[src/shuffle_config.svh]
/*
  Fixed configuration of the streaming transpose unit
  SHUF_I must be a multiple of SHUF_SIMD, nothing checks it in hardware
  A job is one SHUF_I x SHUF_J matrix fed row-major, SHUF_SIMD elements per beat
  Changing a value here changes every module, none of them take parameters
*/
`ifndef SHUFFLE_CONFIG_SVH
`define SHUFFLE_CONFIG_SVH

// ----------------------------------------
// Element and matrix shape
// ----------------------------------------
`define SHUF_BITS 8   // Bits per element
`define SHUF_I    8   // Rows of the input matrix
`define SHUF_J    6   // Columns of the input matrix

// ----------------------------------------
// Parallelism
// ----------------------------------------
`define SHUF_SIMD 4   // Elements per beat, also the bank count

`endif

[src/read_index_counter.sv]
/*
  Output order counters, column by column with SIMD rows per beat
  Counters step only on rd_issue and wrap to zero after the last beat
*/
`timescale 1ns/1ps
`default_nettype none
`include "shuffle_config.svh"

module read_index_counter (
	input  logic                          clk,
	input  logic                          rst,
	input  logic                          rd_issue,
	output logic [$clog2(`SHUF_I)-1:0]    i_base,
	output logic [$clog2(`SHUF_J)-1:0]    j_idx,
	output logic                          last_beat
);
	localparam int iw = $clog2(`SHUF_I);
	localparam int jw = $clog2(`SHUF_J);

	logic col_end;   // Bottom block of the current column
	logic row_end;   // Last column

	assign col_end   = (i_base == iw'(`SHUF_I - `SHUF_SIMD));
	assign row_end   = (j_idx == jw'(`SHUF_J - 1));
	assign last_beat = col_end && row_end;   // Final beat of the page

	always_ff @(posedge clk) begin
		if (rst) begin
			i_base <= '0;
			j_idx  <= '0;
		end else if (rd_issue) begin
			if (col_end) begin
				i_base <= '0;   // Back to the top row
				j_idx  <= row_end ? '0 : j_idx + 1'b1;
			end else begin
				i_base <= i_base + iw'(`SHUF_SIMD);   // Next block of rows
			end
		end
	end

endmodule

`default_nettype wire

[config.mk]
export PLATFORM = sky130hd
export DESIGN_NAME = read_index_counter
export DESIGN_NICKNAME = d
export VERILOG_FILES = /design/src/read_index_counter.sv
export VERILOG_INCLUDE_DIRS = /design/src /design/src/src
export SDC_FILE = /design/constraint.sdc
export NUM_CORES = 1
export LEC_CHECK = 0
export ABC_AREA = 1
export BUFFER_PORTS_ARGS = -buffer_cell sky130_fd_sc_hd__buf_2
export CORE_AREA = 5 5 42 44
export CTS_CLUSTER_DIAMETER = 200
export CTS_CLUSTER_SIZE = 12
export DETAILED_ROUTE_END_ITERATION = 7
export DIE_AREA = 0 0 47 49
export SLEW_MARGIN = 20
export SYNTH_ARGS = -nofsm -noshare
export SYNTH_HDL_FRONTEND = slang
export SYNTH_SLANG_ARGS = --single-unit
[constraint.sdc]
create_clock -name clk -period 0.8 [get_ports clk]
set_clock_uncertainty 0.05 [all_clocks]
set_input_delay 0.04 -clock clk [delete_from_list [all_inputs] [get_ports clk]]
set_output_delay 0.04 -clock clk [all_outputs]
set_load 0.01 [all_outputs]
After elaboration in Yosys (flattened, before gate mapping)
Index checks and enable logic that the tools add are counted.

storage, ports and cells
  register bits = 6
  bits of input ports = 3
  output and inout bits = 7
  word-level logic and storage cells = 10

cells by class
  $add $sub $neg = 2
  equal/unequal tests = 2
  multiplexer cells = 2
  reductions and logical operators = 2

operators with widths
  kind                                          count
  == test 3 bit (second input constant)         2
  2-to-1 mux 3 bit                              2
  adder 3 x 1 -> 3 bit (second input constant)  1
  adder 3 bit (second input constant)           1
  AND reduction 2 bit                           1
  logical AND 1 bit                             1

Depth between registers and ports, before layout
  depth in word-level cells = 2
  mapped depth = 5

Worst setup path before layout
Ideal clock, no wire load.

  path kind = flip-flop to output port
  start = register j_idx[0]
  end = output port last_beat
  arrival time = 0.827 ns
  slack = -0.117 ns
  cell stages (with the launch flop) = 3
  path buffers = 0
  path through = dfxtp_1 > nand2_1 > nor3b_1

between the ends
  word-level cells in the longest chain between the ends = 2

RTL lines
  element                 RTL line                  RTL
  from (decl)             read_index_counter.sv:14  output logic [$clog2(`SHUF_J)-1:0] j_idx,
  from (signal assigned)  read_index_counter.sv:34  j_idx <= row_end ? '0 : j_idx + 1'b1;
  == test 3 bit           read_index_counter.sv:24  assign row_end = (j_idx == jw'(`SHUF_J - 1));
  logical AND 1 bit       read_index_counter.sv:25  assign last_beat = col_end && row_end;
  to (decl)               read_index_counter.sv:15  output logic last_beat

Every way passes these cells.

Worst setup path in the final report
Ends and elaborated chain as after synthesis.

==> impl_metrics.env <==
export IMPL_cp_depth=3
export IMPL_routabilityCongestion=0.752
export IMPL_fill_cells=158
export IMPL_tritoncts="yes"
export IMPL_numCtsBuffers=3
export IMPL_root_buffer="clkbuf_4"
export IMPL_place_port_buffers=7
export IMPL_dpl_cell_area_um2=245
export IMPL_min_path_type="input port to register"
export IMPL_crit_chain="nand2_2 -> nor3b_2 -> buf_2"
export IMPL_ys_warn_count=0
export IMPL_viasPerCell=3.50
export IMPL_final_cells=56
export IMPL_critical_path_max_stage_delay_ns=0.34
export IMPL_core_area_um2=1400
export IMPL_worst_ep_arrival_time_ns=0.91
export IMPL_grt_ovfl_total=0
export IMPL_internal_power_uw=432
export IMPL_rsz0062_at_grt="yes"
export IMPL_pwr_share_seq_pct=37.8
export IMPL_hold_depth=4
export IMPL_remaining_drc_errors=0
export IMPL_tns_ns=-0.551
export IMPL_ys_top_cells_by_area="dfxtp_1 (42%), nor2_1 (16%), o21ai_0 (7.9%)"
export IMPL_cts_clk_slew_worst_paths_ns=0.04
export IMPL_grt_pass1_vias=204
export IMPL_slowest_stage="dfxtp_4"
export IMPL_antenna_found_initial=0
export IMPL_finalHoldViolCount=0
export IMPL_layout_drive_gt1_share_pct=52.5
export IMPL_startpoint_type="register"
export IMPL_clkPwrFrac_pct=49.0
export IMPL_die_width_um=47
export IMPL_swShare_pct=24.2
export IMPL_fp_row_count=14
export IMPL_synth_top_area_share_pct=42.4
export IMPL_violations="setup timing"
export IMPL_htreeDepth=1
export IMPL_area_growth_pct=79.5
export IMPL_drtIter0Drc=0
export IMPL_peakVddDrop_mv=0.395
export IMPL_post_route_period_util_pct=125
export IMPL_drtAntennaViolNets=0
export IMPL_min_period_ns=1.00
export IMPL_dp_slack_ns=-0.00734
export IMPL_vias=196
export IMPL_yosysTopAreaCell="dfxtp_1"
export IMPL_p_sw_uw=138
export IMPL_design_area_um2=339
export IMPL_dieArea_um2=2300
export IMPL_postSynthCellCount=27
export IMPL_outcome="complete, but fails checks"
export IMPL_yosysSeqAreaShare_pct=42.4
export IMPL_crit_required_ns=0.71
export IMPL_yosysUniqueCellTypes=10
export IMPL_drt_wl_total_um=451
export IMPL_setup_viol=6
export IMPL_endpoint_kind="output port"
export IMPL_p_per_area_nw_per_um2=1680
export IMPL_maxCapViolCount=0
export IMPL_clkSinkCount=4
export IMPL_synth_area_um2=189
export IMPL_dp_hpwl_um=330
export IMPL_start_util_pct=13.5
export IMPL_report_final_slew_viol_count=0
export IMPL_crit_type="register to output port"
export IMPL_ys_ff_latch=4
export IMPL_cts_max_path_buffers=2
export IMPL_p_total_uw=570
export IMPL_wire_per_inst_um=8.05
export IMPL_fmax_ghz=1.00
export IMPL_p_leak_uw=0.000155
export IMPL_worst_slack_ns=-0.200
export IMPL_crit_fanout=2
export IMPL_grt_max_degree=7
export IMPL_critPathTopFamily="flip-flops"
export IMPL_p_comb_share_pct=13.2
export IMPL_syn_area_per_cell_um2=7.00
export IMPL_nNetsFinal=44
export IMPL_grt_usage_pct=5.92
export IMPL_rr_worst_depth=5
export IMPL_clkLatencyLatePin_ns=0.24
export IMPL_placedCellCount=49
export IMPL_cp_num_buf_inv=1
export IMPL_io_pins=10
export IMPL_dr_pass1_iters=1
export IMPL_n_antenna_cell=0
export IMPL_die_y_um=49
export IMPL_grt_pass1_wl_um=807
-- through the flow --
step | utilization [%] | hold slack (ns)
2_1_floorplan | - | 0.0527
3_3_place_gp | 17.5 | 0.159
3_5_place_dp | 17.5 | 0.158
4_1_cts | 23.3 | 0.0418
5_1_grt | 24.2 | 0.0336
6_report | 24.2 | 0.0436
-- per-layer routing --
layer	track usage [%]	up-vias	part of all wire [%]
met1	4.62	83	41
met3	6.64	2	11
met4	6.91	0	3.3
met2	6.79	8	45
li1	-	103	-
met5	0	-	0
-- logic make-up after synthesis --
family	synth area share (%)
AOI/OAI and AO/OA	7.94
xor gates and xnor gates	4.64
DFF	42.4
buffers and inverters	13.9
and+or+nand+nor	29.1
other	1.98
-- worst min-delay path: stages --
cell and delay, ns:
buf_2 0.08, inv_1 0.06, o21ai_0 0.07, nor2_1 0.04
-- placed cells by master, fill, tap and decap left out --
cell,count
inv_1,3
dfxtp_4,3
clkbuf_4,3
nor2_2,1
nor2_1,7
buf_4,2
dfxtp_2,1
nand2_2,2
buf_6,4
nor3b_2,1
o21ai_0,1
nand2_4,1
clkbuf_1,1
o21ai_1,2
dlygate4sd3_1,1
buf_2,3
xor2_1,1
conb_1,2
nand2_1,1
-- repair_timing --
| item | CTS | global route |
|---|---|---|
| endpoints found under the hold margin | 1 | 0 |
| setup buffers | 2 | 0 |
| resized for setup | 6 | 4 |
| hold buffers | 1 | 0 |
| pin swaps | 0 | 1 |
| setup endpoints to repair | 6 | 8 |
-- synthesized netlist by cell type (all sizes together) --
cell / number
buf: 2
conb: 1
dfxtp: 4
inv: 3
nand2: 4
nor2: 8
nor3b: 1
o21ai: 3
xor2: 1
-- final timing paths --
kind                            startpoint  slack (ns)   endpoint
worst max-delay path              j_idx[0]       -0.20  last_beat
worst min register to register    j_idx[1]        0.47   j_idx[1]
worst max register to register    j_idx[0]       -0.07   j_idx[1]
worst min-delay path                   rst        0.04  i_base[2]
-- registers in the layout (all words and copies together), names as in the netlist --
register,cells
j_idx,3
i_base,1
-- layout make-up --
class / count / area, um^2 / share of cell area (%)
well taps: 16 / 20.0 / 5.90
inverters: 3 / 11.3 / 3.32
multi-input cells: 19 / 104 / 30.6
clock buffers: 4 / 26.3 / 7.75
repair buffers: 10 / 85.1 / 25.1
flip-flops and latches: 4 / 92.6 / 27.3
-- power groups by stage --
stage	Clock [uW]	Sequential (uW)	Combinational (uW)
floorplan	0	226	32.7
global placement	0	224	47.9
detailed placement	0	224	48.8
CTS	290	218	73.8
global route	325	217	82.7
finish	279	215	75.2
Power figures use the tool's default switching activity.
