$ cat src/shuffle_config.svh
/*
  Fixed configuration of the streaming transpose unit
  SHUF_I must be a multiple of SHUF_SIMD, nothing checks it in hardware
  A job is one SHUF_I x SHUF_J matrix fed row-major, SHUF_SIMD elements per beat
  Changing a value here changes every module, none of them take parameters
*/
`ifndef SHUFFLE_CONFIG_SVH
`define SHUFFLE_CONFIG_SVH

// ----------------------------------------
// Element and matrix shape
// ----------------------------------------
`define SHUF_BITS 8   // Bits per element
`define SHUF_I    8   // Rows of the input matrix
`define SHUF_J    6   // Columns of the input matrix

// ----------------------------------------
// Parallelism
// ----------------------------------------
`define SHUF_SIMD 4   // Elements per beat, also the bank count

`endif

$ cat src/shuffle_pkg.sv
/*
  Derived constants and shared types of the transpose unit
  Bank memory holds two pages, each of I*J/SIMD words per bank
*/
`default_nettype none
`include "shuffle_config.svh"

package shuffle_pkg;

	// Greatest common divisor, evaluated at elaboration only
	function automatic int gcd(input int a, input int b);
		int t;
		while (b != 0) begin
			t = b;
			b = a % b;
			a = t;
		end
		return a;
	endfunction

	localparam int page_depth    = `SHUF_I * `SHUF_J / `SHUF_SIMD; // Words per bank per job
	localparam int bank_depth    = 2 * page_depth;                  // Two pages
	localparam int wr_rotations  = gcd(`SHUF_J, `SHUF_SIMD);        // Distinct bank offsets
	localparam int wr_rot_period = `SHUF_J / wr_rotations;          // Writes per offset

	typedef logic [`SHUF_BITS-1:0]            elem_t;
	typedef elem_t [`SHUF_SIMD-1:0]           beat_t;      // Lane 0 in the low bits
	typedef logic [$clog2(bank_depth)-1:0]    bank_addr_t;
	typedef logic [$clog2(`SHUF_SIMD)-1:0]    lane_idx_t;

	typedef enum logic {RD_IDLE, RD_ACTIVE} rd_state_e;

endpackage

`default_nettype wire

$ cat src/write_rotator.sv
/*
  Write side of the transpose unit
  Input beats go to consecutive bank addresses across both pages
  The lane-to-bank offset steps every wr_rot_period writes, mod wr_rotations
  The offset sequence restarts on every page boundary by construction
*/
`timescale 1ns/1ps
`default_nettype none
`include "shuffle_config.svh"

module write_rotator (
	input  logic                    clk,
	input  logic                    rst,
	input  logic                    ivld,
	input  logic                    irdy,
	input  shuffle_pkg::beat_t      idat,
	output logic                    wr_en,
	output shuffle_pkg::bank_addr_t wr_addr,
	output shuffle_pkg::beat_t      wr_data,
	output logic                    wr_page_done,
	output logic                    wr_page
);
	import shuffle_pkg::*;

	bank_addr_t addr_q;   // 0 .. bank_depth-1

	assign wr_en   = ivld && irdy;   // Input handshake
	assign wr_addr = addr_q;
	assign wr_page = (addr_q >= bank_addr_t'(page_depth));   // Upper half is page 1
	assign wr_page_done = wr_en && ((addr_q == bank_addr_t'(page_depth - 1)) ||
		(addr_q == bank_addr_t'(bank_depth - 1)));

	always_ff @(posedge clk) begin
		if (rst)
			addr_q <= '0;
		else if (wr_en)
			addr_q <= (addr_q == bank_addr_t'(bank_depth - 1)) ? '0 : addr_q + 1'b1;
	end

	// ----------------------------------------
	// Bank rotation
	// ----------------------------------------
	if (wr_rotations == 1) begin : gen_no_rot
		assign wr_data = idat;   // Columns already spread over all banks
	end else begin : gen_rot
		localparam int rot_w = $clog2(wr_rotations);
		logic             rotate;   // Last write of the current offset
		logic [rot_w-1:0] rot_q;    // Current bank offset

		if (wr_rot_period == 1) begin : gen_rot_each
			assign rotate = 1'b1;
		end else begin : gen_rep_cnt
			localparam int rep_w = $clog2(wr_rot_period);
			logic [rep_w-1:0] rep_q;
			assign rotate = (rep_q == rep_w'(wr_rot_period - 1));
			always_ff @(posedge clk) begin
				if (rst)
					rep_q <= '0;
				else if (wr_en)
					rep_q <= rotate ? '0 : rep_q + 1'b1;
			end
		end

		always_ff @(posedge clk) begin
			if (rst)
				rot_q <= '0;
			else if (wr_en && rotate)
				rot_q <= (rot_q == rot_w'(wr_rotations - 1)) ? '0 : rot_q + 1'b1;
		end

		// Bank b takes lane (b - offset) mod SIMD
		always_comb begin
			for (int b = 0; b < `SHUF_SIMD; b++)
				wr_data[b] = idat[(b + `SHUF_SIMD - int'(rot_q)) % `SHUF_SIMD];
		end
	end

endmodule

`default_nettype wire

$ cat config.mk
export PLATFORM = sky130hd
export DESIGN_NAME = write_rotator
export DESIGN_NICKNAME = d
export VERILOG_FILES = /design/src/shuffle_pkg.sv /design/src/write_rotator.sv
export VERILOG_INCLUDE_DIRS = /design/src /design/src/src
export SDC_FILE = /design/constraint.sdc
export NUM_CORES = 1
export LEC_CHECK = 0
export ABC_AREA = 1
export BUFFER_PORTS_ARGS = -buffer_cell sky130_fd_sc_hd__buf_2
export CORE_MARGIN = 3
export CORE_UTILIZATION = 37
export CTS_CLUSTER_SIZE = 20
export DETAILED_ROUTE_END_ITERATION = 16
export GPL_TIMING_DRIVEN = 0
export PLACE_DENSITY = 0.79
export SYNTH_ARGS = -nofsm -noshare
export SYNTH_HDL_FRONTEND = slang
export SYNTH_SLANG_ARGS = --single-unit
$ cat constraint.sdc
create_clock -name clk -period 1.15 [get_ports clk]
set_input_delay 0.23 -clock clk [delete_from_list [all_inputs] [get_ports clk]]
set_output_delay 0.23 -clock clk [all_outputs]
set_load 0.05 [all_outputs]
==> reports/qor.csv, run 1 <==
metric;value;unit
die_w;54.4;um
routabilityCongestion;0.723;
synth_top_area_share;18.5;%
synth_top_family_by_area;compound AO/OA/AOI/OAI gates;
ys.flop_type;dfxtp_1;
haltStage;4_1_cts;
placed_area;0.00167;mm2
num_rows;16;
ys_seq_area_share;18.5;%
ctsResizeCount;109;
netlist_instances;146;
stop_error;[ERROR DPL-0038] Utilization greater than 100%, impossible to legalize;
ys_seq_elements;8;
cts_setup_buffers;9;
yosys_warnings;0;
synth-adder-area-share;2.89;%
status;aborted with a tool error;
numCtsBuffers;3;
synth_edf_count;0;
synth_nets;184;
cts.sinks;8;
synth_compound_area_share;31.7;%
clockBufferDepth;2;
synthTopCellsByCount;26 x inv_1, 24 x nand2_1, 23 x nor2_1, 13 x o21ai_0, 11 x a21oi_2;
synth-xor-area-share;0;%
synthMuxAreaShare;0;%
syn_area;867;um2
synthSimpleGateAreaFrac;28.1;%
ys_types;22;
place_hpwl;2.71;mm
cts_hold_buf;0;
io_pins;76;
die_height;54.4;um
yosys.area.top_type;dfxtp_1;
yosysMostFrequentCell;inv_1;
cts_htree_levels;1;
cts_root_buffer;clkbuf_4;
initial_core_util;41.6;%
synth_area_per_cell;5.94;um2
placed_cells;248;
synth_area_leaders;dfxtp_1 18%, inv_1 11%, a21oi_2 11%;
io_buffer_count;75;
synth_async_sr_flop_share;0;%
per-stage QoR:
stage	setup WS, ns	TNS, ns	hold WS (ns)
2_1_floorplan	-0.115	-1.53	0.418
3_5_place_dp	-0.248	-5.41	0.482
3_3_place_gp	-0.222	-5.05	0.465
cells by family after synthesis:
| family | after synthesis |
|---|---|
| flops | 8 |
| simple gates | 57 |
| buf+inv | 34 |
| compound gates | 45 |
| fa+ha+maj | 2 |
==> run 2: changes to the inputs <==
Settings changed: CORE_AREA from default to 3 3 64 66, CORE_MARGIN 3 to default, CORE_UTILIZATION 37 to default, CTS_CLUSTER_SIZE 20 to default, DIE_AREA from default to 0 0 67 69, PLACE_DENSITY 0.79 to default, PLACE_DENSITY_LB_ADDON from default to 0.15.
==> reports/qor.csv, run 2 <==
metric;value;unit
status;finished with violations;
violations;setup timing;
grt_setup_unrepaired;true;
drt_iter0_drc;19;
clock_latency;0.23;ns
via_per_inst;4.51;
drive_above_1_share;73.7;%
synth-xor-area-share;0;%
finalHoldViolCount;0;
dp_slack;-0.248;ns
setup_viol;33;
cts.sinks;8;
fin_area;0.00237;mm2
ys_types;22;
cp_max_fo;6;
ir_drop;0.663;mV
place_hpwl;2.47;mm
wl;3.71;mm
die_w;67;um
p_per_area;613;mW/mm2
synthTopCellsByCount;26 x inv_1, 24 x nand2_1, 23 x nor2_1, 13 x o21ai_0, 11 x a21oi_2;
leakage;0.00112;uW
fmax;0.687;GHz
wire_per_inst;13.1;um
track_usage;15.4;%
yosys_warnings;0;
grt.overflow.total;0;
min_period;1.46;ns
critPathLaunch;gen_rot.rot_q$_SDFFE_PP0P_;
antenna_found_initial;0;
initial_core_util;23.9;%
final_util;65.3;%
vias;1280;
start_kind;register;
synthMuxAreaShare;0;%
synthSimpleGateAreaFrac;28.1;%
cts_tree;yes;
synth_top_area_share;18.5;%
synth_top_family_by_area;compound AO/OA/AOI/OAI gates;
required;0.92;ns
drcViolationCount;0;
synth_area_per_cell;5.94;um2
clk_pin_slew;0.04;ns
arrival;1.23;ns
yosys.area.top_type;dfxtp_1;
crit_type;reg2out;
layout_common_cells;38 x buf_2, 32 x buf_6, 25 x inv_1;
routabilityCongestion;0.685;
ys_seq_area_share;18.5;%
synth-adder-area-share;2.89;%
fillers;281;
synth_nets;184;
hp-class;in2reg;
antennaDiodeCount;0;
ant_nets;0;
syn_to_final_growth;173;%
clockBufferDepth;2;
end_kind;output pin;
synth_async_sr_flop_share;0;%
io_buffer_count;75;
ys_seq_elements;8;
worst_slack;-0.306;ns
grt_pass1_wl;5.63;mm
num_rows;22;
synth_compound_area_share;31.7;%
regArea;183;um2
finalCritPeriodShare;127;%
placed_area;0.00170;mm2
numCtsBuffers;3;
cts_hold_buf;0;
synth_area_leaders;dfxtp_1 18%, inv_1 11%, a21oi_2 11%;
layout_commonest_cell;buf_2;
largest_register_ffs;5;
cts_root_buffer;clkbuf_8;
drtPass1Iterations;4;
placed_cells;269;
core;0.00363;mm2
synth_edf_count;0;
syn_area;867;um2
worstReg2RegStart;wr_addr[0]$_SDFFE_PP0P_;
netlist_instances;146;
grt_max_degree;11;
multiInputGateArea;0.00105;mm2
max_slew_margin;83.6;%
fin_cells;284;
io_pins;76;
maxCapViolCount;0;
hold_path_startpoint;rst;
die_height;69;um
nets;275;
ys.flop_type;dfxtp_1;
cts_htree_levels;1;
grt_pass1_vias;1266;
dieArea;0.00462;mm2
skew;0.00735;ns
finalPower;1450;uW
yosysMostFrequentCell;inv_1;
tightest_slew;0.248;ns
finalMaxSlewViolations;0;
run 2: cell counts after synthesis:
Identical to the previous run, type by type.
run 2: worst paths after layout:
| kind | to | slack [ns] | depth (start not counted) |
|---|---|---|---|
| hold / removal | gen_rot.rot_q$_SDFFE_PP0P_ | 0.33 | 4 |
| setup / recovery | wr_data[7] | -0.31 | 5 |
| setup reg to reg | wr_addr[1]$_SDFFE_PP0P_ | 0.02 | 5 |
| hold reg to reg | gen_rot.gen_rep_cnt.rep_q[0]$_SDFFE_PP0P_ | 0.48 | 2 |
run 2: layer usage:
| metal | track usage, % | up-vias | wire (um) |
|---|---|---|---|
| li1 | - | 650 | - |
| met1 | 16.6 | 586 | 1360 |
| met2 | 29.1 | 38 | 2110 |
| met3 | 1.47 | 6 | 172 |
| met4 | 6.08 | 0 | 74 |
| met5 | 0 | - | 0 |
run 2: kinds of logic (layout without fill, tap and decap cells):
logic type / Yosys count / count (layout)
compound gates: 45 / 45
fa+ha+maj: 2 / 2
buf+inv: 34 / 124
flops: 8 / 8
simple gates: 57 / 57
run 2: critical path, cell delays in order, from the launching register on:
cell	delay [ns]
dfxtp_4	0.40
buf_12	0.16
buf_8	0.13
nor2_4	0.04
a21oi_4	0.11
buf_6	0.17
run 2: stage by stage:
step / setup TNS [ns] / hold WS (ns)
3_3_place_gp: -5.70 / 0.475
6_report: -9.42 / 0.331
3_5_place_dp: -5.54 / 0.479
5_1_grt: -10.91 / 0.364
2_1_floorplan: -1.53 / 0.418
4_1_cts: -9.36 / 0.324
run 2: report_power, final:
group / internal, uW / leakage [uW] / switching, uW
Sequential: 278 / 0.0000697 / 9.94
Clock: 240 / 0.0000228 / 112
Combinational: 307 / 0.00103 / 507
run 2: cell type report:
| type | count | share of cell area [%] |
|---|---|---|
| inverter | 27 | 4.38 |
| clock buffer | 4 | 1.90 |
| multi-input combinational | 104 | 44.2 |
| sequential | 8 | 7.70 |
| tap | 48 | 2.53 |
| buffer | 7 | 5.70 |
| timing repair buffer | 86 | 33.6 |
run 2: repair_timing:
action	4_1_cts	5_1_grt
pin swaps	1	6
endpoints found under the setup margin	34	36
gates cloned	3	2
buffers inserted	4	2
gates resized for setup	96	38
Note: power is estimated with default switching activity, not from simulation.
