--- src/shuffle_config.svh ---
/*
  Fixed configuration of the streaming transpose unit
  SHUF_I must be a multiple of SHUF_SIMD, nothing checks it in hardware
  A job is one SHUF_I x SHUF_J matrix fed row-major, SHUF_SIMD elements per beat
  Changing a value here changes every module, none of them take parameters
*/
`ifndef SHUFFLE_CONFIG_SVH
`define SHUFFLE_CONFIG_SVH

// ----------------------------------------
// Element and matrix shape
// ----------------------------------------
`define SHUF_BITS 8   // Bits per element
`define SHUF_I    8   // Rows of the input matrix
`define SHUF_J    6   // Columns of the input matrix

// ----------------------------------------
// Parallelism
// ----------------------------------------
`define SHUF_SIMD 4   // Elements per beat, also the bank count

`endif

--- src/shuffle_pkg.sv ---
/*
  Derived constants and shared types of the transpose unit
  Bank memory holds two pages, each of I*J/SIMD words per bank
*/
`default_nettype none
`include "shuffle_config.svh"

package shuffle_pkg;

	// Greatest common divisor, evaluated at elaboration only
	function automatic int gcd(input int a, input int b);
		int t;
		while (b != 0) begin
			t = b;
			b = a % b;
			a = t;
		end
		return a;
	endfunction

	localparam int page_depth    = `SHUF_I * `SHUF_J / `SHUF_SIMD; // Words per bank per job
	localparam int bank_depth    = 2 * page_depth;                  // Two pages
	localparam int wr_rotations  = gcd(`SHUF_J, `SHUF_SIMD);        // Distinct bank offsets
	localparam int wr_rot_period = `SHUF_J / wr_rotations;          // Writes per offset

	typedef logic [`SHUF_BITS-1:0]            elem_t;
	typedef elem_t [`SHUF_SIMD-1:0]           beat_t;      // Lane 0 in the low bits
	typedef logic [$clog2(bank_depth)-1:0]    bank_addr_t;
	typedef logic [$clog2(`SHUF_SIMD)-1:0]    lane_idx_t;

	typedef enum logic {RD_IDLE, RD_ACTIVE} rd_state_e;

endpackage

`default_nettype wire

--- src/page_controller.sv ---
/*
  Job scheduling and output stage
  Two page flags, pages are read in the order they were written
  irdy drops only while both pages wait to be read
  Pipeline is issue, bank read, output register, all moved by advance
*/
`timescale 1ns/1ps
`default_nettype none

module page_controller (
	input  logic               clk,
	input  logic               rst,
	input  logic               wr_page_done,
	input  logic               wr_page,
	input  logic               last_beat,
	input  logic               ordy,
	input  shuffle_pkg::beat_t rd_beat,
	output logic               irdy,
	output logic               rd_issue,
	output logic               advance,
	output logic               rd_page,
	output logic               ovld,
	output shuffle_pkg::beat_t odat
);
	import shuffle_pkg::*;

	logic [1:0] page_full;      // One flag per page
	rd_state_e  state;
	logic       bank_vld;       // Beat in the bank stage
	logic       out_vld;        // Beat in the output register
	logic       page_release;   // Last issue of the job

	assign irdy         = ~(page_full[0] & page_full[1]);
	assign advance      = ~out_vld | ordy;   // Output register free or leaving
	assign rd_issue     = (state == RD_ACTIVE) && page_full[rd_page] && advance;
	assign page_release = rd_issue && last_beat;
	assign ovld         = out_vld;

	// ----------------------------------------
	// Page flags and read page
	// ----------------------------------------
	always_ff @(posedge clk) begin
		if (rst) begin
			page_full <= 2'b00;
			rd_page   <= 1'b0;
		end else begin
			if (page_release) begin
				page_full[rd_page] <= 1'b0;
				rd_page            <= ~rd_page;
			end
			if (wr_page_done)
				page_full[wr_page] <= 1'b1;   // Never the page being released
		end
	end

	always_ff @(posedge clk) begin
		if (rst)
			state <= RD_IDLE;
		else begin
			case (state)
				RD_IDLE:   if (page_full[rd_page]) state <= RD_ACTIVE;
				RD_ACTIVE: if (page_release) state <= RD_IDLE;
				default:   state <= RD_IDLE;
			endcase
		end
	end

	// ----------------------------------------
	// Valid pipeline and output register
	// ----------------------------------------
	always_ff @(posedge clk) begin
		if (rst) begin
			bank_vld <= 1'b0;
			out_vld  <= 1'b0;
		end else if (advance) begin
			bank_vld <= rd_issue;
			out_vld  <= bank_vld;
		end
	end

	always_ff @(posedge clk) begin
		if (advance)
			odat <= rd_beat;   // Holds while stalled
	end

endmodule

`default_nettype wire

--- config.mk ---
export PLATFORM = sky130hd
export DESIGN_NAME = page_controller
export DESIGN_NICKNAME = d
export VERILOG_FILES = /design/src/shuffle_pkg.sv /design/src/page_controller.sv
export VERILOG_INCLUDE_DIRS = /design/src /design/src/src
export SDC_FILE = /design/constraint.sdc
export NUM_CORES = 1
export LEC_CHECK = 0
export ABC_AREA = 0
export BUFFER_PORTS_ARGS = -buffer_cell sky130_fd_sc_hd__buf_2
export CAP_MARGIN = 20
export CORE_ASPECT_RATIO = 1.25
export CORE_MARGIN = 2
export CORE_UTILIZATION = 44
export CTS_CLUSTER_DIAMETER = 40
export DETAILED_ROUTE_END_ITERATION = 6
export PLACE_DENSITY = 0.82
export SLEW_MARGIN = 40
export SYNTH_ARGS = -nofsm -noshare
export SYNTH_HDL_FRONTEND = slang
export SYNTH_SLANG_ARGS = --single-unit
--- constraint.sdc ---
create_clock -name clk -period 3.5 [get_ports clk]
set_clock_uncertainty 0.15 [all_clocks]
set_input_delay 0.35 -clock clk [delete_from_list [all_inputs] [get_ports clk]]
set_output_delay 0.35 -clock clk [all_outputs]
set_load 0.01 [all_outputs]
**Word level (Yosys, flattened, before mapping)**

Cells that the tools add are included.

- Output and inout port bits: 37
- Input bits: 38
- Register bits after elaboration: 38
- Word-level logic and storage cells: 39

- Magnitude comparators: 4
- Mux-type cells: 12
- Reduce and logical (&&, ||, !) cells: 5
- Bitwise logic cells: 9

Operator list:

| cell | number |
|---|---|
| $mux W1 | 6 |
| $mux W2 | 3 |
| $logic_and A1 B1 Y1 | 5 |
| $lt A1 B2 Y1 const B | 2 |
| $not A1 Y1 | 4 |
| $and A2 B2 Y2 | 1 |
| $demux W1 S1 | 2 |
| $ge A1 B1 Y1 const B | 2 |
| $not A2 Y2 | 1 |
| $or A2 B2 Y2 | 1 |
| $pmux W1 S2 | 1 |
| $and A1 B1 Y1 | 1 |
| $or A1 B1 Y1 | 1 |

**Longest topological paths before layout**

- Depth in word-level cells: 10
- Gate-level depth with buffers: 4
- Mapped depth without buffers: 4

**Worst setup path after synthesis**

OpenSTA, ideal clock, no wires.

- Path type: input port to output port
- From: input port ordy
- To: output port rd_issue
- Arrival: 1.639 ns
- Required time: 3.000 ns
- Stages on the path: 4
- Path slack: 1.361 ns
- Path through: and2b_2 -> inv_1 -> nand3_1 -> inv_1

- Word-level cells in the longest chain between the ends: 2

Ends and longest elaborated chain:

| item | line | RTL |
|---|---|---|
| from (decl) | page_controller.sv:16 | `input logic ordy,` |
| $or A1 B1 Y1 | page_controller.sv:34 | `assign advance = ~out_vld \| ordy;` |
| via advance | page_controller.sv:20 | `output logic advance,` |
| $logic_and A1 B1 Y1 | page_controller.sv:35 | `assign rd_issue = (state == RD_ACTIVE) && page_full[rd_page] && advance;` |
| to (decl) | page_controller.sv:19 | `output logic rd_issue,` |

The timed path passes the listed nets, and every way through them passes these cells.

**Worst setup path after layout**

- From: register rd_page
- To: output port rd_issue

- Word-level cells in the longest chain between the ends: 4

Ends and longest elaborated chain:

| item | line | RTL |
|---|---|---|
| from (decl) | page_controller.sv:21 | `output logic rd_page,` |
| from (signal assigned) | page_controller.sv:49 | `rd_page <= ~rd_page;` |
| $mux W1 (implied by the code) (2 in a row) | page_controller.sv:35 |  |
| $logic_and A1 B1 Y1 (2 in a row) | page_controller.sv:35 |  |

No other way between the ends. The select of a mux whose other input is x is not followed.

==> out/metrics.yaml <==
fin_total_pwr_w: 0.0008483
cts_tree: "done"
grt.busiest_layer: "met2"
synth.largest_area_cell: "sky130_fd_sc_hd__edfxtp_1"
groute.layer.met1.usage: 0.1519
routed_vias_inst: 4.603
hold_path_class: "in -> reg"
synthesis.area_mm2: 0.001230
avgSynthCellArea_um2: 19.84
fp.coreArea_mm2: 0.002680
tritoncts.num_buffers: 5
drtIter0Drc: 18
sum_of_overflow_across_all_layers_after_global_routing: 0
antenna_left: 0
cts-hold-fix-buffers: 0
min_period_ps: 1888
clock_tree_buf_depth: 2
layout-area-overhead-vs-synth_pct: 40.59
antennaDiodeCount: 0
yosys_warnings: 0
ctsHtreeMaxLevel: 2
ctsResizeCount: 0
path_clk_slew_ps: 100
first_global_vias: 849
drive_gt1_frac: 0.6000
num-fill-cells: 221
layout.cells.most_common_list: "sky130_fd_sc_hd__buf_2 (74), sky130_fd_sc_hd__edfxtp_1 (32), sky130_fd_sc_hd__dfxtp_1 (6)"
crit_type: "reg -> out"
worst_slew_margin: 0.7455
worst_supply_voltage_drop_on_vdd_mv: 0.3157
totalNegativeSetupSlack_ps: 0
routed_wire_length_per_instance_um: 13.03
setup.worst_path.start_class: "flip-flop"
timing.critical_path.required_ps: 3000
power_report.internal_total_w: 0.0006842
power.combinational.fraction: 0.076
report.final.slew_viol_count: 0
die_area_mm2: 0.003237
boundaryPins: 75
maxCapViolations: 0
die-width_um: 51.29
run_status: "finished, final reports clean"
pin_count_of_the_biggest_net_entering_global_routing: 33
yosys.cell_types.count: 13
clock.fmax_mhz: 529.6
period_share: 0.5395
mostFrequentLayoutCell: "sky130_fd_sc_hd__buf_2"
post_cts.repair.setup_buffers: 0
worstSetupEndpointType: "output pin"
syn-num-nets: 100
worstSkewPairLatency_ps: 330
wire_length_of_the_first_global_routing_pass_mm: 3.525
worst-endpoint-arrival_ps: 1390
cts_root_buf: "sky130_fd_sc_hd__clkbuf_4"
part_of_the_total_power_dissipated_in_the_clock_network: 0.310
groute.layer.met3.usage: 0.05450
netlist_instances: 62
floorplan.die.height_um: 63.11
gp_congestion: 0.6844
antenna_found_initial: 0
placed_inst_area_mm2: 0.001650
finish.instance_area_mm2: 0.001729
part_of_the_yosys_area_used_for_sequential_elements: 0.8789
leakage_nw: 0.7830
setup_repair_after_global_routing_missed_its_margin: "false"
whs_ps: 36.07
clock_sink_count: 38
power-per-cell-area_mw_per_mm2: 490.6
initial_utilization: 0.4589
switching_power_w: 0.0001641
row_count: 21
drcViolationCount: 0
synth_top_area_frac: 0.7813
globalRouteMet2Util: 0.2711
global_route.usage.total: 0.1529
detail_route.first_pass.iterations: 4
postSynthRegisterBits: 38
sw_frac_of_total: 0.1935
dr_total_vias: 824
routed_wl_mm: 2.333
crit_fanout: 5
sequential_cell_fraction_of_total_power: 0.614
numPortBuffers: 74
setup_viol: 0
netlist_top_cells_area: "sky130_fd_sc_hd__edfxtp_1 (78%), sky130_fd_sc_hd__dfxtp_1 (9.8%), sky130_fd_sc_hd__mux2_4 (2.4%)"
worst_slew_pin_slew_ps: 381.8
layout.nets: 182
timing.final.hold_violations: 0
-- through the flow --
step	setup slack, ps	utilization	cells
after global placement	1886	0.6158	171
final	1612	0.6452	179
after detailed placement	1841	0.6158	171
after floorplan	1361	-	62
after global routing	1539	0.6452	179
after CTS	1590	0.6452	179
-- flip-flops by register name, indices dropped and copies added (netlist names) --
name	cells
bank_vld	1
odat	32
ovld	1
page_full	2
rd_page	1
state	1
-- layout make-up --
type | count | area [um2] | area share
clock buffers | 8 | 78.83 | 0.04559
inverters | 3 | 11.26 | 0.006512
multi-input cells | 21 | 137.6 | 0.07959
flip-flops and latches | 38 | 1081 | 0.6252
well taps | 34 | 42.54 | 0.02460
repair buffers | 75 | 377.9 | 0.2185
-- worst paths after layout --
kind,end,startpoint,slack (ps),cells after the start
worst min-delay path,odat[14],rd_beat[14],40,1
worst min register to register,bank_vld,bank_vld,340,2
worst max register to register,odat[7],ovld,1970,3
worst max-delay path,rd_issue,rd_page,1610,4
-- worst max-delay path: stages (launching register included) --
cell                      delay [ps]
sky130_fd_sc_hd__dfxtp_1         430
sky130_fd_sc_hd__mux2_4          340
sky130_fd_sc_hd__nand3_1         110
sky130_fd_sc_hd__inv_1            50
sky130_fd_sc_hd__buf_2           130
-- metal layers --
metal	wire length, um	part of all wire	vias up
met2	1272	0.55	46
met3	224	0.096	6
met5	0	0	-
li1	-	-	397
met1	790	0.34	375
met4	46	0.020	0
-- power by group through the flow --
stage	combinational [W]	sequential [W]	clock (W)
floorplan	0.00000951	0.000543	0
global placement	0.0000627	0.000530	0
detailed placement	0.0000656	0.000532	0
CTS	0.0000656	0.000521	0.000272
global route	0.0000705	0.000523	0.000291
finish	0.0000645	0.000521	0.000263
-- cell families after synthesis --
family,Yosys count,share of synthesized area
simple gates,14,0.06307
compound gates,5,0.02441
buf+inv,3,0.009155
flops,38,0.8789
mux,2,0.02442
-- cell usage after synthesis --
cell type / n
sky130_fd_sc_hd__inv_1: 3
sky130_fd_sc_hd__edfxtp_1: 32
sky130_fd_sc_hd__nor2_1: 5
sky130_fd_sc_hd__a21oi_1: 3
sky130_fd_sc_hd__nor3_1: 1
sky130_fd_sc_hd__nand3_1: 1
sky130_fd_sc_hd__nand2_1: 4
sky130_fd_sc_hd__mux2_4: 2
sky130_fd_sc_hd__and2b_2: 1
sky130_fd_sc_hd__dfxtp_1: 6
sky130_fd_sc_hd__nor3b_4: 1
sky130_fd_sc_hd__nand2b_1: 1
sky130_fd_sc_hd__o31ai_1: 2
No activity file was read; power rests on OpenSTA's default activity.
