$ cat src/shuffle_config.svh
/*
  Fixed configuration of the streaming transpose unit
  SHUF_I must be a multiple of SHUF_SIMD, nothing checks it in hardware
  A job is one SHUF_I x SHUF_J matrix fed row-major, SHUF_SIMD elements per beat
  Changing a value here changes every module, none of them take parameters
*/
`ifndef SHUFFLE_CONFIG_SVH
`define SHUFFLE_CONFIG_SVH

// ----------------------------------------
// Element and matrix shape
// ----------------------------------------
`define SHUF_BITS 8   // Bits per element
`define SHUF_I    8   // Rows of the input matrix
`define SHUF_J    6   // Columns of the input matrix

// ----------------------------------------
// Parallelism
// ----------------------------------------
`define SHUF_SIMD 4   // Elements per beat, also the bank count

`endif

$ cat src/shuffle_pkg.sv
/*
  Derived constants and shared types of the transpose unit
  Bank memory holds two pages, each of I*J/SIMD words per bank
*/
`default_nettype none
`include "shuffle_config.svh"

package shuffle_pkg;

	// Greatest common divisor, evaluated at elaboration only
	function automatic int gcd(input int a, input int b);
		int t;
		while (b != 0) begin
			t = b;
			b = a % b;
			a = t;
		end
		return a;
	endfunction

	localparam int page_depth    = `SHUF_I * `SHUF_J / `SHUF_SIMD; // Words per bank per job
	localparam int bank_depth    = 2 * page_depth;                  // Two pages
	localparam int wr_rotations  = gcd(`SHUF_J, `SHUF_SIMD);        // Distinct bank offsets
	localparam int wr_rot_period = `SHUF_J / wr_rotations;          // Writes per offset

	typedef logic [`SHUF_BITS-1:0]            elem_t;
	typedef elem_t [`SHUF_SIMD-1:0]           beat_t;      // Lane 0 in the low bits
	typedef logic [$clog2(bank_depth)-1:0]    bank_addr_t;
	typedef logic [$clog2(`SHUF_SIMD)-1:0]    lane_idx_t;

	typedef enum logic {RD_IDLE, RD_ACTIVE} rd_state_e;

endpackage

`default_nettype wire

$ cat src/bank_array.sv
/*
  SIMD element-wide banks sharing one write address
  Every bank has its own read address and a registered read port
  Read data holds while rd_en is low, memory content has no reset
*/
`timescale 1ns/1ps
`default_nettype none
`include "shuffle_config.svh"

module bank_array (
	input  logic                   clk,
	input  logic                   wr_en,
	input  shuffle_pkg::bank_addr_t wr_addr,
	input  shuffle_pkg::beat_t     wr_data,
	input  logic                   rd_en,
	input  shuffle_pkg::bank_addr_t rd_addr [`SHUF_SIMD],
	output shuffle_pkg::beat_t     rd_data
);
	import shuffle_pkg::*;

	for (genvar b = 0; b < `SHUF_SIMD; b++) begin : gen_bank
		elem_t mem [bank_depth];   // Both pages of this bank

		// Common write address, one lane of wr_data per bank
		always_ff @(posedge clk) begin
			if (wr_en)
				mem[wr_addr] <= wr_data[b];
		end

		// Registered read, frozen while the pipeline stalls
		always_ff @(posedge clk) begin
			if (rd_en)
				rd_data[b] <= mem[rd_addr[b]];
		end
	end

endmodule

`default_nettype wire

$ cat config.mk
export PLATFORM = sky130hd
export DESIGN_NAME = bank_array
export DESIGN_NICKNAME = d
export VERILOG_FILES = /design/src/shuffle_pkg.sv /design/src/bank_array.sv
export VERILOG_INCLUDE_DIRS = /design/src /design/src/src
export SDC_FILE = /design/constraint.sdc
export NUM_CORES = 1
export LEC_CHECK = 0
export ABC_AREA = 0
export BUFFER_PORTS_ARGS = -buffer_cell sky130_fd_sc_hd__buf_2
export CELL_PAD_IN_SITES_DETAIL_PLACEMENT = 1
export CELL_PAD_IN_SITES_GLOBAL_PLACEMENT = 1
export CORE_ASPECT_RATIO = 1.25
export CORE_MARGIN = 2
export CORE_UTILIZATION = 35
export DETAILED_ROUTE_END_ITERATION = 8
export GPL_ROUTABILITY_DRIVEN = 1
export GPL_TIMING_DRIVEN = 0
export HOLD_SLACK_MARGIN = 0.1
export PLACE_DENSITY = 0.68
export SETUP_SLACK_MARGIN = 0.2
export SYNTH_ARGS = -nofsm -noshare
export SYNTH_HDL_FRONTEND = slang
export SYNTH_SLANG_ARGS = --single-unit
$ cat constraint.sdc
create_clock -name clk -period 3 [get_ports clk]
set_input_delay 0.6 -clock clk [delete_from_list [all_inputs] [get_ports clk]]
set_output_delay 0.6 -clock clk [all_outputs]
set_load 0.005 [all_outputs]
* After elaboration in Yosys (flattened, before gate mapping)
Memory sizes are Yosys's and may differ from the RTL's. A register that Yosys moved wholly into a read port is not among the register bits.
Cells that the tools add are included.
W data, S select, Z words.
** Word-level totals
- RAM bits :: 768
- Bits in registers :: 0
- Bits of input ports :: 60
- Memories :: 4
** Memories
- gen_bank[0].mem :: words 24, width 8, rd ports 1, clocked after Yosys merged registers in 1, wr ports 1, line bank_array.sv:22 : elem_t mem [bank_depth];
- gen_bank[1].mem :: words 24, width 8, rd ports 1, clocked after Yosys merged registers in 1, wr ports 1, line bank_array.sv:22
- gen_bank[2].mem :: words 24, width 8, rd ports 1, clocked after Yosys merged registers in 1, wr ports 1, line bank_array.sv:22
- gen_bank[3].mem :: words 24, width 8, rd ports 1, clocked after Yosys merged registers in 1, wr ports 1, line bank_array.sv:22
** Cells by class
- Multiplexer cells :: 2
** Operator list (count)
- $mux W1 :: 2

* Logic depth before layout (Yosys ltp)
Gate-level depths: netlist of run 1.
- Depth after elaboration :: 2
- Gate-level depth with buffers :: 7

* Worst setup path before layout of run 1
OpenSTA, ideal clock, no wires.
- Path kind :: input port to flip-flop
- Start point :: input wr_addr[1]
- End point :: memory gen_bank[0].mem[12][0] (netlist name), enable pin
- Library setup time :: 421 ps
- Cell stages on the path :: 3
- Data required time :: 2579 ps
- Arrival time :: 2585 ps
- Path slack :: -6 ps
- Cells stage by stage :: or3b_2 -> clkbuf_1 -> nor2_1
** RTL lines
- start, declared :: line bank_array.sv:13 : input shuffle_pkg::bank_addr_t wr_addr,
- end, declared :: line bank_array.sv:22
Straight into the memory's write port.

* Worst setup path after layout of run 1
- Start point :: input wr_addr[1]
- End point :: memory gen_bank[2].mem[16][3] (netlist name), enable pin
** RTL lines (line)
- end, declared :: bank_array.sv:22
Straight into the memory's write port.

==> results.py, run 1 <==
metrics = {
    "drt": {
        "ant_nets": 0,
        "wl_met2_mm": 40.5,
        "met3RoutedLength_mm": 3.38,
        "drc": 0,
        "drt_wl_total_mm": 75.9,
        "num_vias": 14800,
        "drt_iter0_drc": 1493,
        "wl_met1_mm": 29.6,
        "first_pass_iters": 5,
        "top_layer": "met5",
        "wl_per_cell_um": 26.9,
        "routed_via_density": 5.25,
    },
    "finish": {
        "num_antenna_cells": 0,
        "drive_gt1_share_pct": 25.2,
        "layout.cells.non_filler": 2824,
        "nets": 1657,
        "layout_common_cells": "edfxtp_1 (800), mux2i_1 (160), mux4_2 (128)",
        "syn2layout_area_growth_pct": 15.8,
        "final_common_cell": "edfxtp_1",
    },
    "critical_path": {
        "r2r_slack_ns": 1.15,
        "cp.depth": 5,
        "path_buf_inv": 3,
        "regToRegStartpoint": "gen_bank[1].mem[5][6]",
        "slowest_stage": "nor2_4",
        "crit_family": "simple AND/OR/NAND/NOR gates",
        "rr_worst_depth": 3,
        "worstPathArrival_ns": 2.58,
        "crit_required_ns": 3.32,
        "cp_max_fo": 17,
        "end_kind": "flip-flop",
        "max_stage_delay_ns": 0.76,
        "r2r-end": "rd_data[14]",
        "start_kind": "input pin",
        "crit_type": "in2reg",
        "path_cells": "buf_2 > or3b_2 > clkbuf_1 > nor2_4 > buf_12",
    },
    "min_path": {
        "hp-class": "in2reg",
        "min_from": "wr_data[24]",
        "hold_depth": 1,
        "min_to": "gen_bank[3].mem[2][0]",
    },
    "power": {
        "power.density_nw_per_um2": 642,
        "p_sw_share_pct": 21.3,
        "switching_power_mw": 4.85,
        "power.share.combinational_pct": 5.3,
        "cellLeakagePower_nw": 11.4,
        "power_frac_clock_pct": 39.8,
        "peakVddDrop_mv": 0.362,
        "p_seq_share_pct": 54.9,
        "power.internal_mw": 18.0,
    },
    "global_routing": {
        "grtUsageTotal_pct": 17.1,
        "grt_overflow": 0,
        "grt_max_degree": 33,
        "antenna_found_initial": 8,
        "grt_pass1_vias": 16300,
        "grt_pass1_wl_mm": 111,
    },
    "floorplanning": {
        "die_y_um": 335,
        "ios": 92,
        "coreArea_um2": 87100,
        "dieArea_um2": 90100,
        "start_util_pct": 35.3,
        "placementRows": 121,
        "die_w_um": 269,
    },
    "timing": {
        "max-slew-margin-rel_pct": 23.2,
        "fmax_mhz": 441,
        "setup_viol": 0,
        "max_slew.worst_pin.slew_ns": 1.15,
        "rsz0062_at_grt": "no",
        "tns_ns": 0,
        "period_share_pct": 75.6,
        "hold_viol": 0,
        "skew_ns": 0.0218,
        "slew_viol_final": 0,
        "finalCriticalPeriod_ns": 2.27,
    },
    "cts": {
        "clk_pin_slew_ns": 0.06,
        "cts_tree": "built",
        "cts_buffers": 72,
        "clkLatencyLatePin_ns": 0.64,
        "clock_path_buffers": 3,
        "postCtsSetupRepairBufs": 0,
        "h-tree-depth": 3,
        "cts_hold_buffers": 0,
        "clockRootBuffer": "clkbuf_16",
        "clock_sinks": 800,
        "cts_resized": 0,
    },
    "placement": {
        "dp_hpwl_mm": 48.2,
        "gp_congestion": 0.828,
        "numPortBuffers": 79,
        "dpl.cell_count": 2691,
    },
    "outcome": {
        "outcome": "completed",
    },
    "job": {
        "drv_cap": 0,
    },
    "yosys": {
        "syn_nets": 1480,
        "yosysUniqueCellTypes": 23,
        "synth_top_area_cell": "edfxtp_1",
        "synthCells": 1420,
        "syn-cell-area_um2": 30700,
        "yosysSeqAreaShare_pct": 78.3,
        "syn-mean-instance-area_um2": 21.6,
        "synthTopCellsByArea": "edfxtp_1 (78%), mux4_2 (9.4%), mux2i_1 (5.2%), a2bb2oi_1 (0.91%), o311ai_1 (0.91%)",
        "ys_ff_latch": 800,
        "netlist.area_leader.share_pct": 78.3,
        "yosysWarnings": 0,
    },
}
## power by group through the flow
stage	combinational (mW)	clock [mW]	sequential, mW
2_1_floorplan	0.656	0	12.8
3_3_place_gp	1.15	0	12.8
3_5_place_dp	1.23	0	12.8
4_1_cts	1.23	9.26	12.5
5_1_grt	1.30	9.62	12.5
6_report	1.21	9.08	12.5
## worst max path at each step
| stage | startpoint | end |
|---|---|---|
| after floorplan | wr_addr[1] | gen_bank[0].mem[12][0] |
| final | wr_addr[1] | gen_bank[2].mem[16][3] |
| after global placement | wr_addr[1] | gen_bank[2].mem[20][2] |
| after global routing | wr_addr[1] | gen_bank[2].mem[16][3] |
| after CTS | wr_addr[1] | gen_bank[2].mem[16][3] |
| after detailed placement | wr_addr[1] | gen_bank[2].mem[16][2] |
## metal layers
metal,track usage (%),vias to the layer above
li1,-,6316
met1,20.5,7955
met2,30.5,417
met3,2.86,134
met4,6.56,12
met5,0,-
## sequential cells by signal, indices dropped and copies added (netlist names)
signal / flops
rd_data: 32
gen_bank.mem: 768
## worst reg2reg max path: cells and delay by family (launching register included)
family         cells  cell delay [ns]
multiplexers       2             0.92
flip-flops         1             0.39
AO/OA/AOI/OAI      1             0.22
## cells in the mapped netlist
cell type,count
a22oi_1,32
a2bb2oi_1,32
and2_1,8
and2b_1,4
buf_1,12
buf_12,4
buf_2,32
buf_4,4
buf_6,16
clkbuf_1,13
clkbuf_4,4
edfxtp_1,800
mux2i_1,160
mux4_2,128
nand2_1,33
nand3_1,33
nand3b_1,4
nor2_1,25
nor2b_1,8
o211ai_1,32
o311ai_1,32
or3_1,1
or3b_2,3
## stage by stage
stage          instance area [µm²]  total power [mW]  worst slack (ns)  util [%]  hold slack [ns]
2_1_floorplan                30700              13.4          -0.00616         -            0.644
3_3_place_gp                 32600              13.9             -1.94      37.4            0.782
3_5_place_dp                 33300              14.0            0.0875      38.2            0.791
4_1_cts                      35500              23.0             0.753      40.8            0.400
5_1_grt                      35500              23.4             0.692      40.8            0.441
6_report                     35500              22.8             0.733      40.8            0.430
## cell type report
type                    instances  area, µm²
multi-input cells             535       6280
clock inverters                45        315
well taps                    1168       1460
fillers                      8179      51500
repair buffers                103        913
plain buffers                  85        574
flip-flops and latches        800      24000
clock buffers                  88       1970
## cells by family after synthesis
group	synth area share [%]
and+or+nand+nor	1.87
buffers and inverters	1.87
DFF	78.3
muxes	14.6
AOI/OAI and AO/OA	3.39
No activity file was read; power rests on OpenSTA's default activity.
==> run 2: changes to the inputs <==
==> constraint.sdc (replaced) <==
create_clock -name clk -period 1.8 [get_ports clk]
set_input_delay 0.36 -clock clk [delete_from_list [all_inputs] [get_ports clk]]
set_output_delay 0.36 -clock clk [all_outputs]
set_load 0.005 [all_outputs]
==> results.py, run 2 (same netlist as run 1, synthesis figures left out) <==
metrics = {
    "finish": {
        "largestRegisters": "gen_bank.mem (768), rd_data (32)",
        "largest_reg_flops": 768,
        "nets": 1679,
        "layout_common_cells": "edfxtp_1 (800), mux2i_1 (148), mux4_2 (128)",
        "multiInputGateArea_um2": 6560,
        "fin_area_um2": 36100,
        "largest-register": "gen_bank.mem",
        "syn2layout_area_growth_pct": 17.7,
        "fill_cells": 8153,
        "ff_latch_area_um2": 24000,
        "final_common_cell": "edfxtp_1",
        "drive_gt1_share_pct": 27.9,
        "final_util_pct": 41.5,
    },
    "power": {
        "power.internal_mw": 30.7,
        "peakVddDrop_mv": 0.723,
        "power.share.combinational_pct": 5.5,
        "power_frac_clock_pct": 40.8,
        "p_seq_share_pct": 53.8,
        "power.density_nw_per_um2": 1070,
        "p_sw_share_pct": 20.9,
        "switching_power_mw": 8.10,
        "cellLeakagePower_nw": 11.6,
    },
    "critical_path": {
        "rr_worst_depth": 3,
        "r2r_slack_ns": 0.04,
        "end_kind": "flip-flop",
        "r2r-end": "rd_data[15]",
        "start_kind": "input pin",
        "crit_type": "in2reg",
        "crit_required_ns": 2.03,
        "worstPathArrival_ns": 2.29,
        "regToRegStartpoint": "gen_bank[1].mem[16][7]",
        "crit_end": "gen_bank[0].mem[20][4]",
        "cp_max_fo": 16,
        "cp-startpoint": "wr_addr[3]",
    },
    "cts": {
        "clk_pin_slew_ns": 0.06,
        "cts_hold_buffers": 0,
        "clock_path_buffers": 3,
        "clock_sinks": 800,
        "cts_tree": "built",
        "h-tree-depth": 3,
        "clkLatencyLatePin_ns": 0.63,
        "cts_buffers": 72,
        "clockRootBuffer": "clkbuf_16",
    },
    "timing": {
        "max-slew-margin-rel_pct": 4.43,
        "setup_viol": 304,
        "period_share_pct": 115,
        "rsz0062_at_grt": "yes",
        "hold_slack_ns": 0.191,
        "max_slew.worst_pin.slew_ns": 1.43,
        "hold_viol": 0,
        "tns_ns": -51.86,
        "slew_viol_final": 0,
        "fmax_mhz": 484,
        "setup_slack_ns": -0.264,
        "finalCriticalPeriod_ns": 2.06,
        "skew_ns": 0.0217,
    },
    "drt": {
        "first_pass_iters": 5,
        "routed_via_density": 5.20,
        "drt_iter0_drc": 1321,
        "ant_nets": 0,
        "num_vias": 14800,
        "wl_per_cell_um": 26.8,
        "drc": 0,
        "drt_wl_total_mm": 76.3,
    },
    "global_routing": {
        "grtUsageTotal_pct": 16.8,
        "grt_pass1_wl_mm": 110,
        "grt_pass1_vias": 16500,
        "grt_max_degree": 33,
        "antenna_found_initial": 3,
        "grt_overflow": 0,
    },
    "floorplanning": {
        "start_util_pct": 35.3,
        "ios": 92,
        "placementRows": 121,
        "die_y_um": 335,
        "die_w_um": 269,
        "dieArea_um2": 90100,
        "coreArea_um2": 87100,
    },
    "outcome": {
        "outcome": "finished, violations left",
        "violations": "negative setup slack",
    },
    "placement": {
        "placed_area_um2": 32900,
        "numPortBuffers": 79,
        "dp_hpwl_mm": 45.0,
        "gp_congestion": 0.766,
    },
    "job": {
        "drv_cap": 0,
    },
    "min_path": {
        "hp-class": "in2reg",
    },
}
run 2: cell types whose count changed in the layout (fill, tap and decap cells not counted), sizes merged:
cell,before,now
clkinvlp,3,1
bufinv,4,10
diode,0,2
clkinv,35,27
inv,3,4
buf,171,180
nor2,25,33
clkbuf,105,111
run 2: metal layers:
metal / global-route usage (%) / up-vias / part of all wire (%)
met2: 30.2 / 387 / 54
met4: 6.69 / 2 / 2.8
met3: 2.29 / 104 / 4.2
met1: 20.4 / 7941 / 39
met5: 0 / - / 0.017
li1: - / 6373 / -
run 2: worst max-delay path: stages:
cell and delay [ns]:
buf_2 0.14, nand3b_1 0.51, nor2_2 1.26
run 2: layout make-up:
cell class,instances,share of cell area [%]
sequential,800,66.5
multi-input combinational,543,18.1
clock buffer,89,5.34
tap,1168,4.05
timing repair buffer,117,2.90
buffer,85,1.79
clock inverter,42,1.26
antenna,2,0.0139
run 2: worst min path at each step:
stage               cells past startpoint              startpoint                endpoint  slack [ns]
floorplan                               0              wr_data[0]   gen_bank[0].mem[0][0]        0.46
global placement                        4  gen_bank[1].mem[10][6]             rd_data[14]        0.72
detailed placement                      4  gen_bank[3].mem[11][3]             rd_data[27]        0.74
CTS                                     1             wr_data[25]   gen_bank[3].mem[7][1]        0.16
global route                            1              wr_data[3]  gen_bank[0].mem[17][3]        0.20
finish                                  1              wr_data[1]  gen_bank[0].mem[20][1]        0.19
run 2: power by group through the flow:
stage	clock network [mW]	logic (mW)	registers, mW
finish	15.8	2.13	20.9
global route	16.7	2.28	20.9
CTS	16.0	2.08	20.9
floorplan	0	1.14	21.3
detailed placement	0	2.05	21.3
global placement	0	1.97	21.3
run 2: metrics by stage:
step	total power, mW	worst slack (ns)	instances
floorplan	22.4	-0.0707	1420
global placement	23.2	-0.948	2667
detailed placement	23.3	-0.949	2671
CTS	39.0	-0.270	2819
global route	39.8	-0.292	2845
finish	38.8	-0.264	2846
run 2: timing repair:
| item | CTS | global route |
|---|---|---|
| cloned | 5 | 3 |
| setup endpoints to repair | 744 | 522 |
| pin swaps | 6 | 14 |
| resized for setup | 13 | 35 |
| setup buffers | 12 | 19 |
==> run 3: changes to the inputs <==
==> constraint.sdc (replaced) <==
create_clock -name clk -period 1.8 [get_ports clk]
set_input_delay 0.27 -clock clk [delete_from_list [all_inputs] [get_ports clk]]
set_output_delay 0.27 -clock clk [all_outputs]
set_load 0.005 [all_outputs]
==> results.py, run 3 (same netlist as run 1, synthesis figures left out) <==
metrics = {
    "cts": {
        "clock_path_buffers": 3,
        "clk_pin_slew_ns": 0.06,
        "cts_buffers": 73,
        "cts_tree": "built",
        "clock_sinks": 800,
        "h-tree-depth": 3,
        "clkLatencyLatePin_ns": 0.62,
        "clockRootBuffer": "clkbuf_16",
    },
    "min_path": {
        "hold_depth": 1,
        "min_to": "gen_bank[1].mem[17][2]",
        "hp-class": "in2reg",
        "min_from": "wr_data[10]",
    },
    "timing": {
        "max-slew-margin-rel_pct": 7.27,
        "slew_viol_final": 0,
        "tns_ns": -19.22,
        "fmax_mhz": 490,
        "max_slew.worst_pin.slew_ns": 1.39,
        "setup_slack_ns": -0.243,
        "skew_ns": 0.0181,
        "period_share_pct": 113,
        "setup_viol": 112,
        "hold_slack_ns": 0.125,
        "rsz0062_at_grt": "yes",
        "finalCriticalPeriod_ns": 2.04,
        "hold_viol": 0,
    },
    "finish": {
        "layout_common_cells": "edfxtp_1 (800), mux2i_1 (155), mux4_2 (128)",
        "largestRegisters": "gen_bank.mem (768), rd_data (32)",
        "final_common_cell": "edfxtp_1",
        "final_util_pct": 41.9,
        "largest-register": "gen_bank.mem",
        "largest_reg_flops": 768,
        "multiInputGateArea_um2": 6820,
        "fill_cells": 8147,
        "syn2layout_area_growth_pct": 18.9,
        "drive_gt1_share_pct": 29.7,
        "fin_area_um2": 36500,
        "nets": 1702,
        "ff_latch_area_um2": 24000,
    },
    "floorplanning": {
        "dieArea_um2": 90100,
        "placementRows": 121,
        "die_w_um": 269,
        "start_util_pct": 35.3,
        "coreArea_um2": 87100,
        "die_y_um": 335,
        "ios": 92,
    },
    "outcome": {
        "outcome": "finished, violations left",
        "violations": "negative setup slack",
    },
    "critical_path": {
        "worstPathArrival_ns": 2.27,
        "rr_worst_depth": 3,
        "crit_type": "in2reg",
        "cp_max_fo": 32,
        "crit_required_ns": 2.03,
        "regToRegStartpoint": "gen_bank[3].mem[21][7]",
        "end_kind": "flip-flop",
        "r2r_slack_ns": 0.12,
        "start_kind": "input pin",
        "r2r-end": "rd_data[31]",
    },
    "power": {
        "power_frac_clock_pct": 41.8,
        "peakVddDrop_mv": 0.533,
        "power.internal_mw": 31.5,
        "p_seq_share_pct": 52.7,
        "cellLeakagePower_nw": 11.7,
        "power.share.combinational_pct": 5.5,
        "p_sw_share_pct": 20.5,
        "switching_power_mw": 8.11,
        "total_power_mw": 39.6,
        "power.density_nw_per_um2": 1080,
    },
    "drt": {
        "drc": 0,
        "wl_per_cell_um": 27.1,
        "drt_iter0_drc": 1212,
        "num_vias": 14900,
        "ant_nets": 0,
        "first_pass_iters": 5,
        "routed_via_density": 5.18,
        "drt_wl_total_mm": 77.8,
    },
    "global_routing": {
        "grt_max_degree": 33,
        "grtUsageTotal_pct": 17.5,
        "grt_pass1_vias": 16300,
        "grt_pass1_wl_mm": 114,
        "grt_overflow": 0,
        "antenna_found_initial": 4,
    },
    "placement": {
        "numPortBuffers": 79,
        "placed_area_um2": 32800,
        "dp_hpwl_mm": 42.8,
        "gp_congestion": 0.819,
    },
    "job": {
        "drv_cap": 0,
    },
}
-- run 3: through the flow --
step	instances	worst slack, ns
floorplan	1420	0.0193
global placement	2667	-0.782
detailed placement	2667	-0.894
CTS	2853	-0.163
global route	2868	-0.331
finish	2870	-0.243
-- run 3: power by group through the flow --
stage	clock network, mW	logic, mW	registers [mW]
6_report	16.5	2.18	20.9
5_1_grt	17.4	2.32	20.9
4_1_cts	16.9	2.15	20.9
3_5_place_dp	0	2.00	21.3
3_3_place_gp	0	1.94	21.3
2_1_floorplan	0	1.12	21.3
-- run 3: area by class of cell --
| cell class | instances | area share (%) |
|---|---|---|
| repair buffers | 128 | 2.87 |
| flip-flops and latches | 800 | 65.8 |
| plain buffers | 85 | 1.64 |
| diodes | 2 | 0.0137 |
| clock inverters | 43 | 1.55 |
| well taps | 1168 | 4.00 |
| multi-input cells | 554 | 18.7 |
| clock buffers | 90 | 5.41 |
-- run 3: how the worst max path moves through the flow --
stage | slack, ns | start | to | depth (start not counted)
after global routing | -0.33 | wr_addr[0] | gen_bank[2].mem[6][4] | 3
after CTS | -0.16 | wr_addr[0] | gen_bank[2].mem[2][7] | 3
after floorplan | 0.02 | wr_addr[0] | gen_bank[0].mem[10][0] | 2
final | -0.24 | wr_addr[0] | gen_bank[2].mem[6][3] | 3
after detailed placement | -0.89 | wr_addr[1] | gen_bank[2].mem[5][2] | 3
after global placement | -0.78 | wr_addr[1] | gen_bank[2].mem[1][3] | 3
-- run 3: critical path, cell delays in order --
cell and delay [ns]:
buf_8 0.11, nand3b_1 0.59, nor2_4 1.27
-- run 3: timing repair --
item,in CTS,in global routing
gates resized for setup,53,26
hold buffers,14,0
cloned,18,1
setup buffers,21,12
pin swaps,27,17
setup endpoints to repair,777,313
endpoints found under the hold margin,170,0
-- run 3: metal layers --
metal / up-vias / share of wire (%) / track usage [%]
met4: 4 / 3.1 / 6.00
met3: 125 / 4.8 / 2.65
met1: 7884 / 39 / 21.6
met2: 430 / 53 / 31.3
li1: 6436 / - / -
met5: - / 0.027 / 0
